--- src/camera_defines.svh ---
`ifndef CAMERA_DEFINES_SVH
`define CAMERA_DEFINES_SVH

// ====================
// Custom-instruction decode
// ====================

// Instruction number that selects the frame grabber.
`define CAM_CI_ID 8'h2A

// ====================
// Bus and counter sizes
// ====================

// Longest burst the writer issues, in 32-bit words.
`define CAM_MAX_BURST 16

// Counter widths for bytes per line, lines per frame and line-buffer words.
`define CAM_BYTE_CNT_W 12
`define CAM_LINE_CNT_W 11
`define CAM_WORD_IDX_W 9

`endif

--- src/camera_pkg.sv ---
`include "camera_defines.svh"

package camera_pkg;

  typedef logic [31:0] word_t;
  typedef logic [7:0] gray_t;
  typedef logic [`CAM_BYTE_CNT_W-1:0] byte_cnt_t;
  typedef logic [`CAM_LINE_CNT_W-1:0] line_cnt_t;
  typedef logic [`CAM_WORD_IDX_W-1:0] word_idx_t;

  // Commands carried in the low three bits of the A operand.
  typedef enum logic [2:0] {
    CMD_BYTES_PER_LINE = 3'd0,
    CMD_LINES          = 3'd1,
    CMD_READ_BASE      = 3'd4,
    CMD_WRITE_BASE     = 3'd5,
    CMD_CONTROL        = 3'd6,
    CMD_SHOT_DONE      = 3'd7
  } ci_cmd_e;

  typedef struct packed {
    logic    sel;
    ci_cmd_e cmd;
    word_t   value_b;
  } ci_req_t;

  typedef struct packed {
    logic line_end;
    logic frame_start;
  } frame_event_t;

  typedef struct packed {
    logic       begin_transaction;
    logic       end_transaction;
    logic [3:0] byte_enables;
    logic [7:0] burst_size;
    logic       data_valid;
    word_t      address_data;
  } bus_out_t;

  typedef enum logic [2:0] {IDLE, REQUEST, INIT, BURST, END} wr_state_e;

  // Luma weights 77, 150 and 29 sum to 256, so the top byte is the gray value.
  function automatic gray_t rgb565_to_gray(gray_t high, gray_t low);
    logic [15:0] red;
    logic [15:0] green;
    logic [15:0] blue;
    logic [15:0] sum;
    red   = {8'd0, high[7:3], 3'b000};
    green = {8'd0, high[2:0], low[7:5], 2'b00};
    blue  = {8'd0, low[4:0], 3'b000};
    sum   = 16'd77 * red + 16'd150 * green + 16'd29 * blue;
    return sum[15:8];
  endfunction

endpackage

--- src/pixel_packer.sv ---
`include "camera_defines.svh"

module pixel_packer
  import camera_pkg::*;
(
  input  logic      clock,
  input  logic      arst_n,
  input  logic      hsync,
  input  gray_t     cam_data,
  input  byte_cnt_t byte_count,
  output logic      wr_en,
  output word_idx_t wr_addr,
  output word_t     wr_data
);

  gray_t      byte_q [0:6];
  logic [2:0] position;
  logic       last_byte;
  word_t      gray_word;

  assign position  = byte_count[2:0];
  assign last_byte = hsync && (position == 3'd7);

  // Pixel k of the group sits in bits 8k+7 to 8k. The eighth byte is still on the port.
  assign gray_word = {rgb565_to_gray(byte_q[6], cam_data),
                      rgb565_to_gray(byte_q[4], byte_q[5]),
                      rgb565_to_gray(byte_q[2], byte_q[3]),
                      rgb565_to_gray(byte_q[0], byte_q[1])};

  always_ff @(posedge clock)
  begin
    if (hsync && (position != 3'd7))
      byte_q[position] <= cam_data;
    if (last_byte)
    begin
      wr_addr <= byte_count[`CAM_BYTE_CNT_W-1:3];
      wr_data <= gray_word;
    end
  end

  // One write strobe per group of eight bytes, a cycle after the last byte.
  always_ff @(posedge clock or negedge arst_n)
  begin
    if (!arst_n)
      wr_en <= 1'b0;
    else
      wr_en <= last_byte;
  end

endmodule

--- config.mk ---
export PLATFORM = sky130hd
export DESIGN_NAME = pixel_packer
export DESIGN_NICKNAME = d
export VERILOG_FILES = /design/src/camera_pkg.sv /design/src/pixel_packer.sv
export VERILOG_INCLUDE_DIRS = /design/src
export SDC_FILE = /design/constraint.sdc
export NUM_CORES = 1
export LEC_CHECK = 0
export ABC_AREA = 1
export BUFFER_PORTS_ARGS = -buffer_cell sky130_fd_sc_hd__buf_2
export CORE_MARGIN = 5
export CORE_UTILIZATION = 30
export CTS_BUF_LIST = sky130_fd_sc_hd__clkbuf_8
export DETAILED_ROUTE_END_ITERATION = 6
export PLACE_DENSITY = 0.45
export SYNTH_ARGS = -nofsm -noshare
export SYNTH_HDL_FRONTEND = slang
export SYNTH_SLANG_ARGS = --single-unit
export TNS_END_PERCENT = 1
--- constraint.sdc ---
create_clock -name clock -period 4.65 [get_ports clock]
set_clock_uncertainty 0.15 [all_clocks]
set_input_delay 0.465 -clock clock [delete_from_list [all_inputs] [get_ports clock]]
set_output_delay 0.465 -clock clock [all_outputs]
set_load 0.02 [all_outputs]
* Yosys cells after proc, flatten, opt, wreduce, memory -nomap -nowiden
Memory sizes are Yosys's and may differ from the RTL's.
Cells that the tools add are included.
** Storage, ports and cells
- Flip-flop bits (word level) :: 42
- RAM bits :: 56
- Bits of input ports :: 23
- Word-level logic and storage cells :: 30
- Output and inout bits :: 42
- Memories kept :: 1
** Memories
- byte_q :: words 7, width 8, read ports 7, clocked after Yosys merged registers in 0, write ports 1, line pixel_packer.sv:16 : gray_t byte_q [0:6];
** Operators by class
- Multiply operators :: 12
- Muxes and demuxes :: 2
- Equal/unequal tests :: 2
- Reduce and logical (&&, ||, !) cells :: 2
- Add/subtract/negate cells :: 8
** Operators with widths (count)
- 15-bit by 16-bit adder with 16-bit output :: 4
- 16-bit by 13-bit adder with 16-bit output :: 4
- 7-bit by 6-bit multiplier with 13-bit output (first input constant) :: 4
- 7-bit by 5-bit multiplier with 12-bit output (first input constant) :: 4
- 5-bit by 5-bit multiplier with 10-bit output (first input constant) :: 4
- 3-bit equality test (second input constant) :: 1
- 3-bit != test (second input constant) :: 1
- 1-bit logical AND :: 2
- 1-bit 2-to-1 mux :: 2

* Longest topological paths before layout
- Depth after elaboration :: 4
- Depth in mapped cells :: 25
- Gate-level depth less buffers :: 25

* Least setup slack after synthesis
Ideal clock, no wire load.
- Kind :: reg-to-reg
- Start point :: mem byte_q[2][0] (netlist bit)
- End point :: reg wr_data[15], data pin
- Library setup time :: 0.252 ns
- Required time :: 4.248 ns
- Period minus slack after synthesis :: 4.342 ns
- Buffers on the path :: 0
- Stages on the path, launching flop included :: 18
- Arrival time :: 3.939 ns
- Slack :: 0.308 ns
- Cell sequence :: edfxtp_1 > ha_1 > ha_1 > fa_1 > inv_1 > fa_1 > o21ai_2 > nand3_1 > nand2_1 > xnor2_1 > fa_1 > inv_1 > ha_1 > a21o_1 > a21boi_0 > nand3_1 > nand3_1 > nand2_1
** RTL lines
- start, declared :: line pixel_packer.sv:16
- end signal, assigned :: line pixel_packer.sv:37 : wr_data <= gray_word;
- end, declared :: line pixel_packer.sv:13 : output word_t wr_data

==> run metrics <==
# port buffers 64; Max Slew Vio Count 0; post-synth cell types 31; antenna violations before repair 2; mux share of post-synthesis cell area 0%; Multi-input gate area 9680 um2; GRT Overall Usage around an eighth; FF+latch count, synth slightly below 100; simple-gate share of the synthesized area 14.7%; final setup margin 0.213 ns; Area Overhead vs Synth 17.9%; Worst setup SP type flip-flop; post-synthesis sequential area ratio 22.4%; ys async rst share 1.02%; H-tree levels 3; vias 9910; core area 43200 um2; Lkg Pwr 7.90 nW; R2R setup slack ~0.21 ns; share of the synthesized area in the top cell type 30.1%; WP data required 4.74 ns; top cells by count, synth ha_1, nand2_1, inv_1, edfxtp_1, a21oi_1; Mapped Cells 1456; most common flop cell mapped by yosys edfxtp_1; min Tclk post-route 4.44 ns; VDD IR max 0.000360 V; Buf/Inv on CP 2; Final Net Count 2031; Worst path max stage delay around 0.55 ns; synth top area cells ha_1, edfxtp_1, fa_1, nand2_1, inv_1; Synth Area in Adders 43.0%; WP data arrival 4.53 ns; max cap viols 0; detailed-route DRC error count 0; CP endpoint kind flip-flop; Final Wtd Congestion around 0.85; crit path cell chain ha_1 -> ha_1 -> fa_1 -> fa_2 -> nand3_1 -> nand2_1 -> a31oi_1 -> xor2_1 -> fa_1 -> inv_1 -> ha_4 -> nand2_1 -> o21ai_0 -> a21oi_1 -> buf_4 -> nand3_1 -> nand2_1; die height 219 um; Net Count, Synth 1879; post-synthesis xor/xnor area fraction 5.81%; die area 48000 um2; EDFF count, synth 97; TNS Setup 0 ns; Slew @ Worst Pin ~0.89 ns; CTS Buffer Depth 2; Critical Path Most Common Cell nand2_1; CP max FO 5; hold slack 0.0530 ns; Compound-Gate Fraction of Synth Area 6.77%; maximum clock rate roughly 0.23 GHz; layout cells sized above 1 14.8%; final cell count without fillers 2199; power density over cell area 412 nW/um2; hpwl dp 25400 um; Syn Area/Cell 9.01 um2; Clock Pin Slew Worst Setup and Hold Paths 0.14 ns; critical path type flip-flop to flip-flop; Rel. slew slack around two fifths; main combinational cell family by area after synthesis adder cells; grt total ovfl 0; Tightest Hold Check Type primary input to flip-flop; Seq. cell area between 2000 and 3000 um2; fill count 4465; global-route wire length before repair 49700 um; period utilization 95.4%; cell family with most CP delay adder cells; 1st-iter DRT viols ~350; root buffer cell clkbuf_8; CTS tree done; Final Hold Vio Count 0; Clock Latency Late Sink 0.47 ns; WL final 30400 um; endpoints failing setup 0; Cell Area, Synth between 10000 and 15000 um2; status complete, no violations; WL/cell 13.8 um; Pre-antenna DRT Iters 5; slowest CP cell fa_1; die width 219 um; via-per-instance ratio 4.51; largest net degree at the start of global routing 28; post-route ant nets 0; cell with the most instances after synthesis ha_1; Syn. warnings 0; Clock Sinks between 90 and 100; Ports 65; Post-Place Setup Slack around 0.0025 ns; Design Power between 6 and 7 mW; vias in the first global route 9806; std cell rows 76; unrepaired setup endpoints after global routing yes; total CTS buffers 9; initial core utilization 30.4%; cell taking the most area after synthesis ha_1; Cells after DPL 2143
## power by group
part	internal, mW	leakage (nW)	total (mW)	switching (mW)
logic	1.87	6.89	4.44	2.57
clock network	0.225	0.109	0.670	0.446
registers	1.22	0.901	1.25	0.0284
total	3.32	7.90	6.36	3.05
## cell type report
type / instances / share of cell area [%]
Antenna cell: 1 / 0.0162
Clock buffer: 9 / 0.801
Clock inverter: 7 / 0.623
Inverter: 256 / 6.21
Multi-Input combinational cell: 1101 / 62.6
Sequential cell: 98 / 19.0
Tap cell: 585 / 4.73
Timing Repair Buffer: 142 / 6.00
## flip-flops by register name, summed over array words and instances, names as in the netlist
register  count
wr_en         1
byte_q       56
wr_addr       9
wr_data      32
## worst paths after layout
kind                          endpoint           start  depth (start not counted)
setup / recovery           wr_data[22]    byte_q[4][0]                         17
min in group asynchronous        wr_en          arst_n                          2
hold / removal              wr_addr[7]  byte_count[10]                          1
hold reg to reg             wr_data[7]    byte_q[0][2]                          6
max in group asynchronous        wr_en          arst_n                          2
setup reg to reg           wr_data[22]    byte_q[4][0]                         17
## layer usage
metal	GRT usage, %	part of all wire, %
met1	18.2	50
met2	21.0	46
met4	3.20	1.5
met3	2.23	2.2
met5	0	0.043
## cell families (layout without fill, tap and decap cells)
logic type / count (synthesis) / in the layout
AND/OR/NAND/NOR: 460 / 460
adder cells (fa/ha/maj): 400 / 400
buffers and inverters: 257 / 414
AO/OA/AOI/OAI: 154 / 154
flip-flops: 98 / 98
XOR/XNOR: 87 / 87
other: 0 / 1
## repair_timing
item / 4_1_cts / 5_1_grt
endpoints found under the hold margin: 9 / 0
buffers inserted: 1 / 29
hold buffers: 9 / 0
endpoints found under the setup margin: 1 / 20
gates resized for setup: 0 / 88
gates cloned: 0 / 0
pin swaps: 0 / 33
## placed cells by master (no fill, tap or decap), types with 3 or more instances in the layout
cell	count
o211ai_1	5
fa_1	76
o21bai_1	4
or2_2	4
nand2_2	6
nand3_1	83
dlygate4sd3_1	9
xor2_2	3
buf_2	64
a21o_1	11
inv_1	255
o21a_1	5
a21boi_1	4
edfxtp_1	97
nand3_2	3
nor2_1	49
ha_4	19
xor2_1	32
ha_2	9
buf_4	69
fa_2	8
nor2_2	7
xnor2_1	48
clkinv_8	3
ha_1	288
nand4_1	23
a21oi_2	16
a21boi_0	3
xnor2_2	4
a31oi_1	12
nand2_1	283
clkbuf_8	9
o21ai_0	7
a21oi_1	77
## metrics by stage
stage | cell area, um2 | utilization, %
2_1_floorplan | 13100 | -
3_3_place_gp | 14500 | 33.5
3_5_place_dp | 14500 | 33.5
4_1_cts | 14800 | 34.2
5_1_grt | 15500 | 35.8
6_report | 15500 | 35.8
Power figures use the tool's default switching activity.
