## config.mk

```make
export PLATFORM = sky130hd
export DESIGN_NAME = burst_writer
export DESIGN_NICKNAME = d
export VERILOG_FILES = /design/src/camera_pkg.sv /design/src/burst_writer.sv
export VERILOG_INCLUDE_DIRS = /design/src
export SDC_FILE = /design/constraint.sdc
export NUM_CORES = 1
export LEC_CHECK = 0
export BUFFER_PORTS_ARGS = -buffer_cell sky130_fd_sc_hd__buf_2
export CAP_MARGIN = 20
export CORE_MARGIN = 2
export CORE_UTILIZATION = 30
export DETAILED_ROUTE_END_ITERATION = 7
export SETUP_SLACK_MARGIN = 0.05
export SLEW_MARGIN = 5
export SYNTH_ARGS = -nofsm -noshare
export SYNTH_HDL_FRONTEND = slang
export SYNTH_SLANG_ARGS = --single-unit
```

## constraint.sdc

```tcl
create_clock -name clock -period 6.1 [get_ports clock]
set_input_delay 0.61 -clock clock [delete_from_list [all_inputs] [get_ports clock]]
set_output_delay 0.61 -clock clock [all_outputs]
set_load 0.01 [all_outputs]
```

## src/camera_defines.svh

```systemverilog
`ifndef CAMERA_DEFINES_SVH
`define CAMERA_DEFINES_SVH

// ====================
// Custom-instruction decode
// ====================

// Instruction number that selects the frame grabber.
`define CAM_CI_ID 8'h2A

// ====================
// Bus and counter sizes
// ====================

// Longest burst the writer issues, in 32-bit words.
`define CAM_MAX_BURST 16

// Counter widths for bytes per line, lines per frame and line-buffer words.
`define CAM_BYTE_CNT_W 12
`define CAM_LINE_CNT_W 11
`define CAM_WORD_IDX_W 9

`endif

```

## src/camera_pkg.sv

```systemverilog
`include "camera_defines.svh"

package camera_pkg;

  typedef logic [31:0] word_t;
  typedef logic [7:0] gray_t;
  typedef logic [`CAM_BYTE_CNT_W-1:0] byte_cnt_t;
  typedef logic [`CAM_LINE_CNT_W-1:0] line_cnt_t;
  typedef logic [`CAM_WORD_IDX_W-1:0] word_idx_t;

  // Commands carried in the low three bits of the A operand.
  typedef enum logic [2:0] {
    CMD_BYTES_PER_LINE = 3'd0,
    CMD_LINES          = 3'd1,
    CMD_READ_BASE      = 3'd4,
    CMD_WRITE_BASE     = 3'd5,
    CMD_CONTROL        = 3'd6,
    CMD_SHOT_DONE      = 3'd7
  } ci_cmd_e;

  typedef struct packed {
    logic    sel;
    ci_cmd_e cmd;
    word_t   value_b;
  } ci_req_t;

  typedef struct packed {
    logic line_end;
    logic frame_start;
  } frame_event_t;

  typedef struct packed {
    logic       begin_transaction;
    logic       end_transaction;
    logic [3:0] byte_enables;
    logic [7:0] burst_size;
    logic       data_valid;
    word_t      address_data;
  } bus_out_t;

  typedef enum logic [2:0] {IDLE, REQUEST, INIT, BURST, END} wr_state_e;

  // Luma weights 77, 150 and 29 sum to 256, so the top byte is the gray value.
  function automatic gray_t rgb565_to_gray(gray_t high, gray_t low);
    logic [15:0] red;
    logic [15:0] green;
    logic [15:0] blue;
    logic [15:0] sum;
    red   = {8'd0, high[7:3], 3'b000};
    green = {8'd0, high[2:0], low[7:5], 2'b00};
    blue  = {8'd0, low[4:0], 3'b000};
    sum   = 16'd77 * red + 16'd150 * green + 16'd29 * blue;
    return sum[15:8];
  endfunction

endpackage

```

## src/burst_writer.sv

```systemverilog
`include "camera_defines.svh"

module burst_writer
  import camera_pkg::*;
(
  input  logic         clock,
  input  logic         arst_n,
  input  frame_event_t events,
  input  logic         capture_enable,
  input  word_t        frame_base,
  input  word_idx_t    words_per_line,
  output word_idx_t    rd_addr,
  input  word_t        rd_data,
  output logic         request_bus,
  input  logic         bus_grant,
  input  logic         busy,
  input  logic         bus_error,
  output bus_out_t     bus
);

  wr_state_e state_q;
  wr_state_e state_d;
  word_t     addr_q;
  word_t     data_q;
  word_t     dropped;
  word_idx_t words_left_q;
  word_idx_t burst_left_q;
  word_idx_t burst_len;
  word_idx_t rd_idx_q;
  logic      data_valid_q;
  logic      load;
  logic      accept;

  // ====================
  // Datapath control
  // ====================

  assign burst_len = (words_left_q > word_idx_t'(`CAM_MAX_BURST)) ?
                     word_idx_t'(`CAM_MAX_BURST) : words_left_q;

  // A new word goes out when the bus is free. The presented word is taken on the same edge.
  assign load   = (state_q == BURST) && !bus_error && !busy && (burst_left_q != '0);
  assign accept = (state_q == BURST) && !bus_error && !busy && data_valid_q;

  // The read address runs one word ahead so rd_data is ready for the next load.
  assign rd_addr = load ? rd_idx_q + 1'b1 : rd_idx_q;

  // Words of the line that never reach memory after a bus error.
  assign dropped     = word_t'(words_left_q) + word_t'(burst_left_q) + word_t'(data_valid_q);
  assign request_bus = (state_q == REQUEST);

  always_comb
  begin
    state_d = state_q;
    case (state_q)
      IDLE:
        if (events.line_end && capture_enable && (words_per_line != '0))
          state_d = REQUEST;
      REQUEST:
        if (bus_grant)
          state_d = INIT;
      INIT:
        state_d = BURST;
      BURST:
        if (bus_error || (!busy && (burst_left_q == '0)))
          state_d = END;
      END:
        state_d = (words_left_q != '0) ? REQUEST : IDLE;
      default:
        state_d = IDLE;
    endcase
  end

  always_ff @(posedge clock or negedge arst_n)
  begin
    if (!arst_n)
    begin
      state_q      <= IDLE;
      addr_q       <= '0;
      words_left_q <= '0;
      burst_left_q <= '0;
      rd_idx_q     <= '0;
      data_valid_q <= 1'b0;
    end
    else
    begin
      state_q <= state_d;
      if ((state_q == IDLE) && (state_d == REQUEST))
      begin
        words_left_q <= words_per_line;
        rd_idx_q     <= '0;
      end
      if (state_q == INIT)
      begin
        words_left_q <= words_left_q - burst_len;
        burst_left_q <= burst_len;
      end
      if (load)
      begin
        rd_idx_q     <= rd_idx_q + 1'b1;
        burst_left_q <= burst_left_q - 1'b1;
      end
      if ((state_q == BURST) && (bus_error || !busy))
        data_valid_q <= load;

      // On an error the address skips the dropped words so the next line lands in place.
      if (events.frame_start)
        addr_q <= frame_base;
      else if (accept)
        addr_q <= addr_q + 32'd4;
      else if ((state_q == BURST) && bus_error)
      begin
        addr_q       <= addr_q + (dropped << 2);
        words_left_q <= '0;
        burst_left_q <= '0;
      end
    end
  end

  always_ff @(posedge clock)
  begin
    if (load)
      data_q <= rd_data;
  end

  // ====================
  // Bus outputs
  // ====================

  always_comb
  begin
    bus                   = '0;
    bus.begin_transaction = (state_q == INIT);
    bus.end_transaction   = (state_q == END);
    bus.data_valid        = data_valid_q;
    if (data_valid_q)
      bus.address_data = data_q;
    if (state_q == INIT)
    begin
      bus.byte_enables = 4'hF;
      bus.burst_size   = 8'(burst_len - 1'b1);
      bus.address_data = addr_q;
    end
  end

endmodule

```

# [Word level (Yosys, flattened, before mapping)]
# Index checks and enable logic that the tools add are counted.
# Widths: inputs -> output; s select.
[totals] wordCells=67 regBits=95
[classes] eq_ne=5 reduce_logical=21 muxes=25 order_cmp=1 n_addsub=8
[op_table] op="$mux 32" n=5
[op_table] op="$mux 9" n=14
[op_table] op="$add 32x13->32" n=1
[op_table] op="$add 32x3->32 const B" n=1
[op_table] op="$reduce_bool 9->1" n=3
[op_table] op="$pmux 3 s5" n=1
[op_table] op="$mux 12" n=1
[op_table] op="$add 10x1->11" n=1
[op_table] op="$add 9x9->10" n=1
[op_table] op="$logic_and 1x1->1" n=10
[op_table] op="$add 9x1->9 const B" n=1
[op_table] op="$gt 9x5->1 const B" n=1
[op_table] op="$logic_not 9->1" n=1
[op_table] op="$mux 3" n=3
[op_table] op="$sub 9x1->9 const B" n=1
[op_table] op="$sub 9x9->9" n=1
[op_table] op="$sub 8x1->8 const B" n=1
[op_table] op="$eq 3x1->1 const B" n=2
[op_table] op="$eq 3x2->1 const B" n=2
[op_table] op="$eq 3x3->1 const B" n=1
[op_table] op="$logic_not 3->1" n=1
[op_table] op="$reduce_bool 3->1" n=1
[op_table] op="$logic_not 1->1" n=2
[op_table] op="$logic_or 1x1->1" n=2
[op_table] op="other kinds (2)" n=2

# [Depth between registers and ports, before layout]
[logic_depth] depth_word=12 mapped_depth=15 depth_no_buf=13

# [Worst setup path after synthesis]
# No wires, ideal clock.
[synth_path] kind="flip-flop to flip-flop" start="reg words_left_q[0]" end="reg addr_q[30]" n_path_buf=2 path_slack_ps=2127 period_less_slack_ps=3973 setup_time_ps=124 path_stages_with_launch=16 arrival_time_ps=3849 cell_sequence="dfrtp_1 fa_1 fa_1 a21o_1 a21oi_1 o211ai_1 a21oi_1 mux2i_1 ha_1 a21o_1 a221o_1 a31oi_1 clkbuf_1 buf_2 nor3_1 o31a_1"
[synth_between] elab_chain_len=6
[synth_lines] item="from (decl)" line_no="burst_writer.sv:26" source="word_idx_t words_left_q;"
[synth_lines] item="from (signal assigned)" line_no="burst_writer.sv:90" source="words_left_q <= words_per_line;"
[synth_lines] item="from (signal assigned)" line_no="burst_writer.sv:95" source="words_left_q <= words_left_q - burst_len;"
[synth_lines] item="$add 9x9->10" line_no="burst_writer.sv:49" source="assign dropped = word_t'(words_left_q) + word_t'(burst_left_q) + word_t'(data_valid_q);"
[synth_lines] item="$add 10x1->11" line_no="burst_writer.sv:49"
[synth_lines] item="$add 32x13->32" line_no="burst_writer.sv:113" source="addr_q <= addr_q + (dropped << 2);"
[synth_lines] item="$mux 32" line_no="burst_writer.sv:111" source="else if ((state_q == BURST) && bus_error)"
[synth_lines] item="$mux 32" line_no="burst_writer.sv:109" source="else if (accept)"
[synth_lines] item="$mux 32" line_no="burst_writer.sv:107" source="if (events.frame_start)"
[synth_lines] item="to (signal assigned)" line_no="burst_writer.sv:108" source="addr_q <= frame_base;"
[synth_lines] item="to (signal assigned)" line_no="burst_writer.sv:110" source="addr_q <= addr_q + 32'd4;"
[synth_lines] item="to (signal assigned)" line_no="burst_writer.sv:113"
[synth_lines] item="to (decl)" line_no="burst_writer.sv:23" source="word_t addr_q;"
# Every way passes these cells. The select of a mux whose other input is x is not followed.
# A chain may end at the register's enable or synchronous reset.

# [Final worst setup path]
[layout_path] start="reg data_valid_q" end="reg addr_q[17]"
[layout_between] elab_chain_len=5 word_cells_on_any_way=7
[layout_lines] item="from (decl)" line_no="burst_writer.sv:30" source="logic data_valid_q;"
[layout_lines] item="from (signal assigned)" line_no="burst_writer.sv:104" source="data_valid_q <= load;"
[layout_lines] item="$add 10x1->11" line_no="burst_writer.sv:49"
[layout_lines] item="$add 32x13->32" line_no="burst_writer.sv:113"
[layout_lines] item="$mux 32" line_no="burst_writer.sv:111"
[layout_lines] item="$mux 32" line_no="burst_writer.sv:109"
[layout_lines] item="$mux 32" line_no="burst_writer.sv:107"
# Parallel ways exist; a longest one is shown, timed or not. The select of a mux whose other input is x is not followed.

==> results.toml <==
[outcome]
status = "finished clean"

[clock_network]
cts_root_buf = "clkbuf_16"
insertion_delay_ns = 0.35
postCtsHoldBufs = 0
cts_max_path_buffers = 2
numCtsBuffers = 9
h-tree-depth = 3
clk_pin_slew_ns = 0.07
cts_resized = 0
cts_sinks = 95
cts_tree = "built"
cts_setup_buffers = 0

[yosys]
synth_edf_count = 32
synth_xor_area_frac = 0.0347
yosysWarnings = 0
synth_top_family_by_area = "simple AND/OR/NAND/NOR gates"
synthFlopType = "dfrtp_1"
synth-seq-cells = 95
synthAdderAreaFrac = 0.0594
synth_mux_area_frac = 0.0223
syn-instance-count = 688
synth.avg_cell_area_um2 = 8.81
yosysUniqueCellTypes = 65
syn_nets = 796
synthSimpleGateAreaFrac = 0.238
synth_compound_area_frac = 0.184
netlist_area_um2 = 6060
async_flop_share = 0.663
ys_seq_area_frac = 0.418

[worst_setup_path]
critPathKind = "reg -> reg"
reg2reg_depth = 15
rrSetupSlack_ns = 1.91
setup.worst_path.end = "addr_q[17]"
worstSetupEndpointType = "register"
crit_required_ns = 6.37
crit_start = "data_valid_q"
r2r_start = "data_valid_q"
critical_path_arrival_ns = 4.46
critPathMaxFanout = 39
rr_endpoint = "addr_q[17]"
critical_path.startpoint_type = "register"

[timing]
finClkSkew_ns = 0.0121
finalHoldViolCount = 0
hold_ws_ns = 0.432
timing.final.crit_share = 0.686
tns_ns = 0
setup_violations = 0
slew_headroom = 0.436
max_clock_freq_mhz = 239
min_period_ns = 4.19
rsz0062_at_grt = "no"
drv_slew = 0
max_slew.worst_pin.slew_ns = 0.845

[min_path]
hp-start = "rd_data[21]"
hold_path_class = "in -> reg"

[power]
ir_drop_uv = 209
p_seq_frac = 0.272
pwr-share-comb = 0.559
switching_share = 0.457
netSwitchingPower_uw = 1600
power_uw = 3510
p_leak_uw = 0.00329
clkPwrFrac = 0.169
p_int_uw = 1900
pwr_density_cell_nw_per_um2 = 482

[cells_and_area]
antennaDiodeCount = 0
final_common_cell = "buf_2"
final_core_util = 0.363
syn_to_final_growth_pct = 19.9
layoutNonFillerInstCount = 1076
layout.nets = 909
drive_above_1_share = 0.220
final_cell_mix = "buf_2, nand2_1, dfrtp_1"

[placement]
dp_cells = 1059
hpwl_mm = 12.7
port_buffers = 137
routabilityCongestion = 0.824

[detailed_routing]
viasPerCell = 5.09
via_count = 5473
drtPass1Iterations = 5
drt-wirelength-per-cell_um = 15.9
drc = 0
drt_wl_total_mm = 17.1
drtAntennaViolNets = 0
drt-initial-drc-count = 342

[global_route]
met1_usage = 0.232
gr-max-usage-layer = "met2"
grt_max_degree = 64
antenna_found_initial = 1
grt_use_met2 = 0.238
grt_pass1_wl_mm = 27.1
globalRouteMet3Util = 0.0294
grt_util_all_layers = 0.159
grt-ovfl-total = 0
first_global_vias = 5087

[floorplanning]
die-area_um2 = 21400
die_h_um = 146
core_area_um2 = 20000
start_util = 0.303
fp-row-count = 52
die_width_um = 146
io_pins = 138

[run]
drv_cap = 0
==> synthesized netlist by cell type, drive strengths merged, types with 6 or more instances <==
library cell,number,area (um2)
nand2,110,415
dfrtp,63,1580
nor2,57,224
nand3,50,250
o21ai,49,245
a21oi,33,169
edfxtp,32,961
a31oi,27,169
clkbuf,26,97.6
ha,24,300
buf,18,109
o31ai,16,120
or4,16,120
xnor2,16,140
and3,15,93.8
inv,14,52.6
nor3,11,55.1
a21o,10,75.1
nand2b,10,62.6
mux2i,9,90.1
or3,9,56.3
o21a,8,60.1
xor2,8,70.1
a211oi,6,50.1
o211ai,6,58.8
==> worst max-delay path, cell delays in order (launching register included) <==
cell and delay, ns:
dfrtp_1 0.36, buf_4 0.25, fa_1 0.45, fa_1 0.42, a21o_1 0.18, a21oi_1 0.27, o211ai_1 0.16, xnor2_1 0.17
nor2_1 0.06, ha_1 0.38, a2111oi_0 0.12, o21ai_1 0.16, a31oi_1 0.13, buf_4 0.21, or4b_2 0.62, a31oi_1 0.18
==> power groups by stage <==
stage / clock (uW) / combinational [uW] / sequential, uW
6_report: 591 / 1960 / 955
5_1_grt: 632 / 2200 / 974
4_1_cts: 607 / 1960 / 951
3_5_place_dp: 0 / 1950 / 961
3_3_place_gp: 0 / 1940 / 964
2_1_floorplan: 0 / 1500 / 874
==> metrics by stage <==
stage / setup slack (ns) / cell area [um2]
CTS: 1.94 / 7250
floorplan: 2.13 / 6060
global route: 1.64 / 7270
finish: 1.91 / 7270
detailed placement: 1.96 / 6940
global placement: 2.02 / 6940
==> cell type report <==
class	instances	area, um2
fillers	2121	12800
multi-input cells	535	3270
flip-flops and latches	95	2540
repair buffers	146	766
well taps	270	338
clock buffers	11	243
clock inverters	5	63.8
inverters	14	52.6
==> kinds of logic (layout without fill, tap and decap cells) <==
logic type | count (synthesis) | in the layout
adder cells (fa/ha/maj) | 27 | 27
AO/OA/AOI/OAI | 172 | 172
buffers and inverters | 58 | 176
multiplexers | 13 | 13
XOR/XNOR | 24 | 24
AND/OR/NAND/NOR | 298 | 298
flip-flops | 95 | 95
other | 1 | 1
==> per-layer routing <==
| layer | vias up | share of wire |
|---|---|---|
| met5 | - | 0 |
| met4 | 0 | 0.019 |
| met3 | 19 | 0.041 |
| met2 | 113 | 0.45 |
| met1 | 2608 | 0.49 |
| li1 | 2733 | - |
==> state kept, by name (all words and copies together), names as in the netlist <==
signal,count
burst_left_q,9
rd_idx_q,9
words_left_q,9
addr_q,32
data_q,32
data_valid_q,1
state_q,3
==> how the worst min path moves through the flow <==
stage	cells after the start	slack, ns	end
floorplan	0	0.31	addr_q[0]
global placement	1	0.49	addr_q[0]
detailed placement	1	0.50	addr_q[1]
CTS	1	0.41	data_q[19]
global route	1	0.41	data_q[21]
finish	1	0.43	data_q[21]
Power figures use the tool's default switching activity.
