**src/camera_defines.svh**
```systemverilog
`ifndef CAMERA_DEFINES_SVH
`define CAMERA_DEFINES_SVH

// ====================
// Custom-instruction decode
// ====================

// Instruction number that selects the frame grabber.
`define CAM_CI_ID 8'h2A

// ====================
// Bus and counter sizes
// ====================

// Longest burst the writer issues, in 32-bit words.
`define CAM_MAX_BURST 16

// Counter widths for bytes per line, lines per frame and line-buffer words.
`define CAM_BYTE_CNT_W 12
`define CAM_LINE_CNT_W 11
`define CAM_WORD_IDX_W 9

`endif

```
**src/camera_pkg.sv**
```systemverilog
`include "camera_defines.svh"

package camera_pkg;

  typedef logic [31:0] word_t;
  typedef logic [7:0] gray_t;
  typedef logic [`CAM_BYTE_CNT_W-1:0] byte_cnt_t;
  typedef logic [`CAM_LINE_CNT_W-1:0] line_cnt_t;
  typedef logic [`CAM_WORD_IDX_W-1:0] word_idx_t;

  // Commands carried in the low three bits of the A operand.
  typedef enum logic [2:0] {
    CMD_BYTES_PER_LINE = 3'd0,
    CMD_LINES          = 3'd1,
    CMD_READ_BASE      = 3'd4,
    CMD_WRITE_BASE     = 3'd5,
    CMD_CONTROL        = 3'd6,
    CMD_SHOT_DONE      = 3'd7
  } ci_cmd_e;

  typedef struct packed {
    logic    sel;
    ci_cmd_e cmd;
    word_t   value_b;
  } ci_req_t;

  typedef struct packed {
    logic line_end;
    logic frame_start;
  } frame_event_t;

  typedef struct packed {
    logic       begin_transaction;
    logic       end_transaction;
    logic [3:0] byte_enables;
    logic [7:0] burst_size;
    logic       data_valid;
    word_t      address_data;
  } bus_out_t;

  typedef enum logic [2:0] {IDLE, REQUEST, INIT, BURST, END} wr_state_e;

  // Luma weights 77, 150 and 29 sum to 256, so the top byte is the gray value.
  function automatic gray_t rgb565_to_gray(gray_t high, gray_t low);
    logic [15:0] red;
    logic [15:0] green;
    logic [15:0] blue;
    logic [15:0] sum;
    red   = {8'd0, high[7:3], 3'b000};
    green = {8'd0, high[2:0], low[7:5], 2'b00};
    blue  = {8'd0, low[4:0], 3'b000};
    sum   = 16'd77 * red + 16'd150 * green + 16'd29 * blue;
    return sum[15:8];
  endfunction

endpackage

```
**src/frame_timing.sv**
```systemverilog
`include "camera_defines.svh"

module frame_timing
  import camera_pkg::*;
(
  input  logic         clock,
  input  logic         arst_n,
  input  logic         hsync,
  input  logic         vsync,
  input  gray_t        cam_data,
  output frame_event_t events,
  output byte_cnt_t    byte_count,
  output byte_cnt_t    bytes_per_line,
  output word_idx_t    words_per_line,
  output line_cnt_t    lines_per_frame
);

  logic [1:0] hsync_q;
  logic [1:0] vsync_q;
  logic       hsync_fall;
  logic       vsync_fall;
  line_cnt_t  line_count;

  // Edges are seen one cycle after the sync is first sampled low.
  assign hsync_fall = hsync_q[1] & ~hsync_q[0];
  assign vsync_fall = vsync_q[1] & ~vsync_q[0];

  always_ff @(posedge clock or negedge arst_n)
  begin
    if (!arst_n)
    begin
      hsync_q         <= '0;
      vsync_q         <= '0;
      events          <= '0;
      byte_count      <= '0;
      bytes_per_line  <= '0;
      words_per_line  <= '0;
      line_count      <= '0;
      lines_per_frame <= '0;
    end
    else
    begin
      hsync_q            <= {hsync_q[0], hsync};
      vsync_q            <= {vsync_q[0], vsync};
      events.line_end    <= hsync_fall;
      events.frame_start <= vsync_fall;

      // The held sizes change on the same edge as the event pulse.
      if (hsync_fall)
      begin
        bytes_per_line <= byte_count;
        words_per_line <= byte_count[`CAM_BYTE_CNT_W-1:3];
        byte_count     <= '0;
      end
      else if (hsync)
        byte_count <= byte_count + 1'b1;

      if (vsync_fall)
      begin
        lines_per_frame <= line_count;
        line_count      <= '0;
      end
      else if (hsync_fall)
        line_count <= line_count + 1'b1;
    end
  end

endmodule

```
**config.mk**
```make
export PLATFORM = sky130hd
export DESIGN_NAME = frame_timing
export DESIGN_NICKNAME = d
export VERILOG_FILES = /design/src/camera_pkg.sv /design/src/frame_timing.sv
export VERILOG_INCLUDE_DIRS = /design/src
export SDC_FILE = /design/constraint.sdc
export NUM_CORES = 1
export LEC_CHECK = 0
export ABC_AREA = 1
export BUFFER_PORTS_ARGS = -buffer_cell sky130_fd_sc_hd__buf_2
export CORE_ASPECT_RATIO = 1.1
export CORE_MARGIN = 2
export CORE_UTILIZATION = 53
export DETAILED_ROUTE_END_ITERATION = 6
export GPL_TIMING_DRIVEN = 0
export PLACE_DENSITY_LB_ADDON = 0.2
export SLEW_MARGIN = 15
export SYNTH_ARGS = -nofsm -noshare
export SYNTH_HDL_FRONTEND = slang
export SYNTH_SLANG_ARGS = --single-unit
```
**constraint.sdc**
```tcl
create_clock -name clock -period 1.3 [get_ports clock]
set_clock_uncertainty 0.1 [all_clocks]
set_input_delay 0.195 -clock clock [delete_from_list [all_inputs] [get_ports clock]]
set_output_delay 0.195 -clock clock [all_outputs]
set_load 0.01 [all_outputs]
```
==> Word level (Yosys, flattened, before mapping) <==
Cells that the tools add are included.
W data, S select, Z words.
{ "op_classes": {"n_addsub": 2, "n_mux": 4, "bitwise": 4, "n_reduce_logical": 2} }
{ "ops": {"columns": ["op", "n"], "rows": [
  ["$mux W12", 2],
  ["$mux W11", 2],
  ["$add A12 B1 Y12 const B", 1],
  ["$add A11 B1 Y11 const B", 1],
  ["$reduce_bool A2 Y1", 2],
  ["$and A1 B1 Y1", 2],
  ["$not A1 Y1", 2]
]} }
{ "totals": {"register_bits": 61, "input_bits": 12, "out_inout_bits": 46, "elab_cells": 21} }

==> Longest topological paths before layout <==
Gate-level depths: netlist of run 1.
{ "depth": {"depth_word": 4, "mapped_depth": 8, "depth_no_buf": 8} }

==> Least setup slack after synthesis of run 1 <==
Ideal clock, no wire load.
{ "synth_path": {"path_type": "register -> register", "from": "register byte_count[0]", "to": "register byte_count[10]", "setup_ns": 0.117, "t_arrival_ns": 1.033, "t_required_ns": 1.083, "slack_ns": 0.050, "path_stages_with_launch": 7, "n_path_buf": 0, "period_less_slack_ns": 1.250, "path_cell_list": "dfrtp_1 -> ha_1 -> nand2_1 -> nor2_2 -> nand3_1 -> nor2_1 -> nor2_1"} }
{ "synth_between": {"elab_chain_cells": 3} }
{ "synth_rtl": {"columns": ["item", "line", "source"], "rows": [
  ["start, declared", "frame_timing.sv:12", "output byte_cnt_t byte_count,"],
  ["start signal, assigned", "frame_timing.sv:56", "byte_count <= byte_count + 1'b1;"],
  ["$add A12 B1 Y12", "frame_timing.sv:56", null],
  ["$mux W12", "frame_timing.sv:55", "else if (hsync)"],
  ["$mux W12", "frame_timing.sv:49", "if (hsync_fall)"]
]} }
No other way between the ends. The select of a mux whose other input is x is not followed.
A chain may end at the register's enable or synchronous reset.

==> Worst setup path after layout of run 1 <==
{ "layout_path": {"from": "register byte_count[1]", "to": "output byte_count[1]"} }
No word-level cell between the ends.

==> out/results.txt, run 1 <==
vias in the first global route -> 1873
first-pass GRT wire length -> 8.535 mm
clk buf depth -> 2
Slew HR -> 56.71%
min setup slack post-route -> -0.03864 ns
syn avg cell area -> 8.786 um2
total wire length -> 5.367 mm
Final #Nets -> 354
post-synthesis compound-gate area fraction -> 9.863%
Synth top area share -> 54.85%
Adder-Cell Fraction of Synth Area -> 1.055%
Slew Limit Fails -> 0
largest net degree at the start of global routing -> 53
area growth from synthesis to layout -> 30.27%
crit end category -> output pin
delay-heaviest family, CP -> flip-flops
worst vdd ir -> 0.7025 mV
CTS HTree Levels -> 2
status -> finished with violations
main combinational cell family by area after synthesis -> simple AND/OR/NAND/NOR gates
crit path max-delay cell type -> dfrtp_1
CTS tree -> built
Post-Syn Area -> 0.002372 mm2
post-synth top area cell -> dfrtp_1
ANT cells -> 0
Die Span Y -> 74.17 um
global-route usage over all layers -> 22.64%
Clock Latency Late Sink -> 0.32 ns
DP Wirelength -> 3.415 mm
initial antenna violation count -> 0
grt ovf -> 0
worst slew pin tran -> 0.6493 ns
core area -> 0.004317 mm2
row cnt -> 25
Max-cap violations -> 0
Placement Setup Slack -> -0.05229 ns
average wire per standard cell -> 13.62 um
Synth Warn # -> 0
Post-Synth XOR/XNOR Area -> 0%
reg2reg setup slack -> -0.01 ns
post-synth net total -> 284
CP startpoint kind -> flop
post-route minimum period -> 1.339 ns
Max Clk Rate -> 747.0 MHz
placed cells -> 373
TritonCTS Buffers -> 5
DRC -> 0
CP peak stage delay -> 0.44 ns
CP Class -> flop to output pin
hold_sp -> hsync
Finished Core Util -> 71.59%
WP buf/inv -> 2
Root Buffer -> clkbuf_8
post-synthesis cell type count -> 25
Setup Viol. Count Final -> 4
Yosys reg bits -> 52
final hold violations -> 0
CTS clk-pin slew, worst paths -> 0.10 ns
initial core utilization -> 54.96%
drt pass-1 iters -> 4
arrival time worst endpoint -> 1.04 ns
Leak -> 0.001650 uW
vias per inst -> 5.008
clock sinks -> 52
DR iter-0 viols -> 149
peak fanout along the critical path -> 3
Finished Layout Cells -> 394
IO Count -> 58
failing checks -> negative setup slack
top cells by area, synth -> dfrtp_1 55%, nand2_1 11%, inv_1 5.1%
sequential area share after synthesis -> 54.85%
layout cells sized above 1 -> 37.06%
post-synthesis mux area share -> 0%
Reg2Reg Depth -> 6
WP depth -> 2
final period utilization -> 103.0%
WHS Endpoint -> byte_count[0]$_DFFE_PN0P_
RSZ-0062 raised after global routing -> yes
Reg2Reg Launch Point -> line_count[0]$_DFFE_PN0P_
required time worst endpoint -> 1.00 ns
Placer Congestion -> 0.8352
antenna-violating nets left -> 0
vias post-DR -> 1973
Post-Synth Simple-Gate Area -> 23.52%
Cells after Synth -> 270
worst hold stages -> 3
Critical Path, Cell by Cell -> buf_6 -> buf_2
IO buf count -> 49
Hold/Removal Path Class -> input pin to flop
Die W -> 67.79 um
pwr dens -> 1136 mW/mm2
die area -> 0.005028 mm2
RR Endpoint -> line_count[10]$_DFFE_PN0P_
-- Yosys cell counts (all sizes together) --
cell type and instances:
nor2 31, nor3 2, nand4 5, a211oi 2
dfrtp 52, o211ai 1, clkbuf 1, a21oi 11
o21ai 26, buf 15, inv 34, nand2 75
o21a 1, nand3 12, ha 2
-- power breakdown --
part	switching (uW)	internal, uW
logic	254	189
registers	70.8	1690
clock network	546	758
total	871	2640
-- state kept, by name (all words and copies together), names as in the netlist --
name / cells
byte_count: 12
bytes_per_line: 12
events: 2
hsync_q: 2
line_count: 11
lines_per_frame: 11
vsync_q: 2
-- per-stage QoR --
step / area (um2) / hold WS (ns) / power (uW) / setup TNS, ns
finish: 3090 / 0.1153 / 3511 / -0.07526
floorplan: 2372 / -0.2006 / 1967 / 0
global route: 3090 / 0.1426 / 3651 / -0.9851
CTS: 2900 / 0.04368 / 3442 / -0.02448
global placement: 2685 / 0.2038 / 2111 / -1.256
detailed placement: 2685 / 0.2054 / 2121 / -1.264
-- worst min-delay path: cells and delay by family --
family          cells  cell delay (ns)
buf+inv             2             0.24
compound gates      1             0.07
-- area by class of cell --
| cell class | instances | area, um2 |
|---|---|---|
| Fill cell | 321 | 1226 |
| Sequential cell | 52 | 1304 |
| Buffer | 16 | 131.4 |
| Multi-Input combinational cell | 168 | 934.6 |
| Inverter | 34 | 127.6 |
| Timing Repair Buffer | 63 | 396.6 |
| Clock inverter | 2 | 60.06 |
| Tap cell | 54 | 67.56 |
| Clock buffer | 5 | 68.82 |
-- metal layers --
metal / global-route usage [%] / vias to the layer above / wire length, um
li1: - / 980 / -
met1: 27.94 / 943 / 2190
met2: 40.09 / 44 / 2902
met3: 4.690 / 6 / 215
met4: 6.444 / 0 / 59
met5: 0 / - / 0
-- worst max path at each step --
stage	slack, ns	from	endpoint
6_report	-0.04	byte_count[1]$_DFFE_PN0P_	byte_count[1]
5_1_grt	-0.09	line_count[0]$_DFFE_PN0P_	line_count[10]$_DFFE_PN0P_
4_1_cts	-0.01	byte_count[1]$_DFFE_PN0P_	byte_count[10]$_DFFE_PN0P_
3_5_place_dp	-0.05	line_count[0]$_DFFE_PN0P_	line_count[10]$_DFFE_PN0P_
3_3_place_gp	-0.03	arst_n	byte_count[9]$_DFFE_PN0P_
2_1_floorplan	0.05	byte_count[0]$_DFFE_PN0P_	byte_count[10]$_DFFE_PN0P_
-- layout by cell type, fill, tap and decap left out --
cell            n
nand2_1        62
buf_2          50
dfrtp_1        50
inv_1          30
nor2_1         24
o21ai_0        17
buf_4          15
a21oi_1        10
nand2_2         9
buf_6           8
o21ai_2         6
nand3_2         6
nor2_4          5
nand3_1         5
clkbuf_8        5
inv_2           4
nand2_4         4
nand4_1         4
o21ai_1         3
dlygate4sd3_1   3
nor2_2          2
nor3_1          2
a211oi_1        2
ha_4            2
dfrtp_2         2
bufinv_16       2
a21oi_2         1
buf_8           1
nand3_4         1
o21a_1          1
o211ai_1        1
clkbuf_2        1
nand4_2         1
clkbuf_16       1
-- logic make-up (layout without fill, tap and decap cells) --
kind of cell | Yosys count | in the layout
flops | 52 | 52
fa+ha+maj | 2 | 2
buf+inv | 50 | 120
simple gates | 125 | 125
compound gates | 41 | 41
-- timing repair --
item,in CTS,in global routing
endpoints found under the hold margin,2,52
hold buffers,2,1
gates cloned,0,2
setup endpoints to repair,20,33
setup buffers,4,5
pin swaps,3,14
gates resized for setup,7,33
Note: power is estimated with default switching activity, not from simulation.
==> inputs of run 2 (changes only) <==
--- a/config.mk
+++ b/config.mk
@@ -10,7 +10,7 @@
 export BUFFER_PORTS_ARGS = -buffer_cell sky130_fd_sc_hd__buf_2
 export CORE_ASPECT_RATIO = 1.1
 export CORE_MARGIN = 2
-export CORE_UTILIZATION = 53
+export CORE_UTILIZATION = 45
 export DETAILED_ROUTE_END_ITERATION = 6
 export GPL_TIMING_DRIVEN = 0
 export PLACE_DENSITY_LB_ADDON = 0.2
==> run 2 against run 1 <==
Net effect: the run still ends with negative setup slack left; first-iteration DRC count fell by 25%; setup slack better by 0.013 ns; combinational power is essentially flat; maximum frequency increased by 1.0%; sequential share of layout area grew 0.085 points; highest routed layer unchanged; utilization shrank 10 points; critical endpoint is now lines_per_frame[6]$_DFFE_PN0P_; hold slack improved by 0.031 ns.
==> out/results.txt, run 2 (same netlist as run 1, synthesis figures left out) <==
worst hold stages -> 3 (unchanged)
status -> finished with violations
crit end category -> flop
CP Class -> flop to flop
RSZ-0062 raised after global routing -> yes
worst vdd ir -> 0.5206 mV (-26%)
Reg2Reg Depth -> 6 (unchanged)
CTS tree -> built
CTS HTree Levels -> 2 (unchanged)
first-pass GRT wire length -> 8.583 mm (+0.56%)
Top Registers -> byte_count: 12 flops, bytes_per_line: 12 flops
CP startpoint kind -> flop
DP Wirelength -> 3.424 mm (+0.26%)
Clock Latency Late Sink -> 0.30 ns (-0.02 ns)
Slew HR -> 56.38% (-0.33 points)
Die Span Y -> 80.15 um (+8.1%)
clk buf depth -> 2 (unchanged)
largest net degree at the start of global routing -> 53 (unchanged)
Max-cap violations -> 0 (unchanged)
most common cell after layout, fill and taps aside -> nand2_1
layout cells sized above 1 -> 36.66% (-0.40 points)
Finished Core Util -> 61.27% (-10 points)
post-route minimum period -> 1.325 ns (-0.01324 ns)
min setup slack post-route -> -0.02539 ns (+0.01324 ns)
ANT cells -> 0 (unchanged)
core area -> 0.005034 mm2 (+17%)
antenna-violating nets left -> 0 (unchanged)
required time worst endpoint -> 1.40 ns (+0.40 ns)
placed cells -> 377 (+1.1%)
Slew Limit Fails -> 0 (unchanged)
Placer Congestion -> 0.7971 (-4.6%)
average wire per standard cell -> 12.85 um (-5.7%)
die area -> 0.005869 mm2 (+17%)
Final #Nets -> 354 (unchanged)
final period utilization -> 102.0% (-1.0 points)
initial core utilization -> 47.13% (-7.8 points)
peak fanout along the critical path -> 6 (+3)
area growth from synthesis to layout -> 30.01%
IO buf count -> 49 (unchanged)
global-route usage over all layers -> 19.01% (-3.6 points)
clock sinks -> 52 (unchanged)
Leak -> 0.001627 uW (-1.4%)
Root Buffer -> clkbuf_8
grt ovf -> 0 (unchanged)
total wire length -> 5.126 mm (-4.5%)
DR iter-0 viols -> 112 (-25%)
vias post-DR -> 1935 (-1.9%)
TritonCTS Buffers -> 5 (unchanged)
final hold violations -> 0 (unchanged)
most frequent cells in the layout -> 65 x nand2_1, 50 x dfrtp_1, 44 x buf_2
arrival time worst endpoint -> 1.43 ns (+0.39 ns)
initial antenna violation count -> 0 (unchanged)
Setup Viol. Count Final -> 11 (+7)
Finished Layout Cells -> 399 (+1.3%)
CTS clk-pin slew, worst paths -> 0.09 ns (about the same)
DRC -> 0 (unchanged)
IO Count -> 58 (unchanged)
worst slew pin tran -> 0.6542 ns (+0.004903 ns)
pwr dens -> 1018 mW/mm2 (-10%)
Filler cells -> 457 (+42%)
vias in the first global route -> 1829 (-2.3%)
Hold/Removal Path Class -> input pin to flop
vias per inst -> 4.850 (-3.2%)
Max Clk Rate -> 754.5 MHz (+1.0%)
Die W -> 73.23 um (+8.0%)
failing checks -> negative setup slack
row cnt -> 27 (+8.0%)
drt pass-1 iters -> 4 (unchanged)
==> run 2: changes by cell type in the layout (fill, tap and decap cells not counted), sizes merged <==
cell    before  now
bufinv       2    0
clkbuf       7   10
==> run 2: through the flow <==
| step | cell area, um2 | setup TNS, ns | hold slack (ns) | total power, uW | setup WS [ns] |
|---|---|---|---|---|---|
| floorplan | 2372 | 0 | -0.2006 | 1967 | 0.05024 |
| global placement | 2690 | -1.688 | 0.2039 | 2112 | -0.03309 |
| detailed placement | 2690 | -2.602 | 0.2048 | 2119 | -0.09123 |
| CTS | 2867 | -0.01575 | 0.06142 | 3092 | -0.01575 |
| global route | 3084 | -0.9890 | 0.1756 | 3316 | -0.07758 |
| finish | 3084 | -0.1154 | 0.1466 | 3139 | -0.02539 |
==> run 2: area by class of cell <==
cell class | instances | area, um2 | share of cell area (%)
Multi-Input combinational cell | 168 | 932.1 | 30.22
Timing Repair Buffer | 63 | 420.4 | 13.63
Buffer | 16 | 137.6 | 4.462
Sequential cell | 52 | 1304 | 42.27
Tap cell | 58 | 72.57 | 2.353
Clock buffer | 8 | 90.09 | 2.921
Inverter | 34 | 127.6 | 4.138
==> run 2: final timing paths <==
| kind | from | to | slack (ns) |
|---|---|---|---|
| max in group asynchronous | arst_n | byte_count[2]$_DFFE_PN0P_ | 0.26 |
| worst max register to register | vsync_q[0]$_DFF_PN0_ | lines_per_frame[6]$_DFFE_PN0P_ | -0.03 |
| worst max-delay path | vsync_q[0]$_DFF_PN0_ | lines_per_frame[6]$_DFFE_PN0P_ | -0.03 |
| worst min-delay path | hsync | byte_count[0]$_DFFE_PN0P_ | 0.15 |
| worst min register to register | hsync_q[0]$_DFF_PN0_ | hsync_q[1]$_DFF_PN0_ | 0.30 |
| min in group asynchronous | arst_n | lines_per_frame[8]$_DFFE_PN0P_ | 0.36 |
==> run 2: report_power, final <==
group | leakage [uW] | total, uW | internal (uW) | switching, uW
combinational | 0.000883 | 444 | 195 | 250
sequential | 0.000698 | 1760 | 1690 | 69.0
clock | 0.0000455 | 934 | 435 | 498
total | 0.00163 | 3140 | 2320 | 817
==> run 2: timing repair <==
| item | CTS | global route |
|---|---|---|
| endpoints found under the hold margin | 2 | 52 |
| pin swaps | 4 | 15 |
| buffers inserted | 3 | 6 |
| resized for setup | 9 | 35 |
| setup endpoints to repair | 13 | 43 |
| hold buffers | 2 | 1 |
| gates cloned | 0 | 2 |
==> run 2: critical path, stage by stage (launching register included) <==
cell,delay [ns]
dfrtp_1,0.43
nor2_4,0.23
inv_2,0.09
buf_6,0.15
clkbuf_16,0.16
nand2_2,0.05
nand2_1,0.04
==> run 2: per-layer routing <==
metal,part of all wire [%],wire length (um),global-route usage (%),up-vias
li1,-,-,-,975
met1,43,2224,23.51,920
met2,51,2635,32.07,34
met3,3.8,196,4.893,6
met4,1.3,69,6.296,0
met5,0,0,0,-
==> inputs of run 3 (changes only) <==
--- a/config.mk
+++ b/config.mk
@@ -12,8 +12,9 @@
 export CORE_MARGIN = 2
 export CORE_UTILIZATION = 45
 export DETAILED_ROUTE_END_ITERATION = 6
-export GPL_TIMING_DRIVEN = 0
+export GPL_TIMING_DRIVEN = 1
 export PLACE_DENSITY_LB_ADDON = 0.2
+export SKIP_LAST_GASP = 1
 export SLEW_MARGIN = 15
 export SYNTH_ARGS = -nofsm -noshare
 export SYNTH_HDL_FRONTEND = slang
==> run 3 against run 2 <==
Net effect: routed wire length shrank 10%; die area is the same; sequential share of layout area grew 2.4 points; largest cell class unchanged; count of clock-buffer cells in the layout is the same; highest routed layer unchanged; the flow now finishes without violations; sequential cell count is the same.
==> out/results.txt, run 3 (same netlist as run 1, synthesis figures left out) <==
status -> finished clean
worst vdd ir -> 0.5668 mV (+8.9%)
vias post-DR -> 1859 (-3.9%)
arrival time worst endpoint -> 0.98 ns (-0.45 ns)
worst slew pin tran -> 0.4439 ns (-0.2104 ns)
Finished Core Util -> 57.82% (-3.5 points)
final hold violations -> 0 (unchanged)
largest net degree at the start of global routing -> 23 (-57%)
clock sinks -> 52 (unchanged)
Reg2Reg Depth -> 8 (+2)
Hold/Removal Path Class -> input pin to flop
drt pass-1 iters -> 4 (unchanged)
CTS HTree Levels -> 2 (unchanged)
die area -> 0.005869 mm2 (unchanged)
Final Power -> 3081 uW (-1.9%)
Top Registers -> byte_count: 12 flops, bytes_per_line: 12 flops
average wire per standard cell -> 11.92 um (-7.2%)
most common cell after layout, fill and taps aside -> nand2_1
Root Buffer -> clkbuf_8
ANT cells -> 0 (unchanged)
required time worst endpoint -> 1.00 ns (-0.40 ns)
Leak -> 0.001553 uW (-4.6%)
IO Count -> 58 (unchanged)
post-route minimum period -> 1.275 ns (-0.05041 ns)
grt ovf -> 0 (unchanged)
CP Class -> flop to output pin
Finished Layout Cells -> 386 (-3.3%)
Setup Viol. Count Final -> 0 (-11)
global-route usage over all layers -> 17.45% (-1.6 points)
Max Clk Rate -> 784.3 MHz (+4.0%)
Slew Limit Fails -> 0 (unchanged)
crit path max-delay cell type -> dfrtp_1
crit end category -> output pin
most frequent cells in the layout -> 69 x nand2_1, 52 x dfrtp_1, 48 x buf_2
Hold Slack -> 0.1467 ns (+0.00001600 ns)
row cnt -> 27 (unchanged)
placed cells -> 372 (-1.3%)
core area -> 0.005034 mm2 (unchanged)
CP peak stage delay -> 0.40 ns (-0.03 ns)
Placer Congestion -> 0.7699 (-3.4%)
Clock Latency Late Sink -> 0.30 ns (about the same)
vias per inst -> 4.816 (-0.69%)
vias in the first global route -> 1769 (-3.3%)
CTS clk-pin slew, worst paths -> 0.08 ns (about the same)
Slew HR -> 70.41% (+14 points)
Die W -> 73.23 um (unchanged)
IO buf count -> 49 (unchanged)
Register Area -> 0.001301 mm2 (-0.19%)
Filler cells -> 487 (+6.6%)
antenna-violating nets left -> 0 (unchanged)
total wire length -> 4.601 mm (-10%)
CP startpoint kind -> flop
layout cells sized above 1 -> 30.49% (-6.2 points)
RSZ-0062 raised after global routing -> yes
initial antenna violation count -> 0 (unchanged)
Final TNS setup -> 0 ns (+0.1154 ns)
DRC -> 0 (unchanged)
Critical Path, Cell by Cell -> buf_4 -> buf_2
area of the multi-input gates -> 882.1 um2 (-5.4%)
final period utilization -> 98.08% (-3.9 points)
worst hold stages -> 3 (unchanged)
Die Span Y -> 80.15 um (unchanged)
area growth from synthesis to layout -> 22.68%
DP Wirelength -> 3.354 mm (-2.0%)
peak fanout along the critical path -> 3 (-3)
pwr dens -> 1058 mW/mm2 (+4.0%)
Final #Nets -> 341 (-3.7%)
clk buf depth -> 2 (unchanged)
initial core utilization -> 47.13% (unchanged)
CTS tree -> built
first-pass GRT wire length -> 7.866 mm (-8.4%)
Max-cap violations -> 0 (unchanged)
DR iter-0 viols -> 88 (-21%)
TritonCTS Buffers -> 5 (unchanged)
==> run 3: changes by cell type in the layout (fill, tap and decap cells not counted), sizes merged <==
cell    change
buf        -11
clkbuf      -2
==> run 3: worst paths after layout <==
path,slack (ns),to,startpoint
worst max-delay path,0.03,byte_count[1],byte_count[1]$_DFFE_PN0P_
worst min-delay path,0.15,byte_count[0]$_DFFE_PN0P_,hsync
worst max register to register,0.06,line_count[9]$_DFFE_PN0P_,line_count[0]$_DFFE_PN0P_
worst min register to register,0.31,hsync_q[1]$_DFF_PN0_,hsync_q[0]$_DFF_PN0_
max in group asynchronous,0.38,byte_count[10]$_DFFE_PN0P_,arst_n
min in group asynchronous,0.26,line_count[0]$_DFFE_PN0P_,arst_n
==> run 3: critical path: cells and delay by family (launching register included) <==
family / cells / cell delay [ns]
buf+inv: 2 / 0.29
flops: 1 / 0.40
==> run 3: area by class of cell <==
cell class                 count  area share (%)
tap                           58           2.494
sequential                    52           44.71
clock buffer                   8           3.095
inverter                      34           4.385
multi-input combinational    168           30.31
timing repair buffer          66           15.00
==> run 3: report_power, final <==
group / switching [uW] / leakage, uW / internal, uW
clock: 490 / 0.0000455 / 435
sequential: 59.1 / 0.000701 / 1690
combinational: 233 / 0.000806 / 172
total: 782 / 0.00155 / 2300
==> run 3: routing by layer <==
| layer | routed length [um] | global-route usage (%) | vias to the layer above |
|---|---|---|---|
| li1 | - | - | 955 |
| met2 | 2255 | 29.64 | 34 |
| met4 | 95 | 7.778 | 0 |
| met5 | 0 | 0 | - |
| met3 | 190 | 4.266 | 7 |
| met1 | 2060 | 20.63 | 863 |
==> run 3: repair_timing <==
action	CTS	global route
hold buffers	3	0
cloned	0	0
setup endpoints to repair	3	23
pin swaps	2	6
endpoints found under the hold margin	17	0
resized for setup	5	11
buffers inserted	1	2
==> run 3: stage by stage <==
stage	worst slack (ns)	area (um2)
after detailed placement	-0.08599	2696
after CTS	-0.0007452	2854
final	0.02502	2910
after global routing	-0.05809	2910
after global placement	-0.01733	2696
after floorplan	0.05024	2372
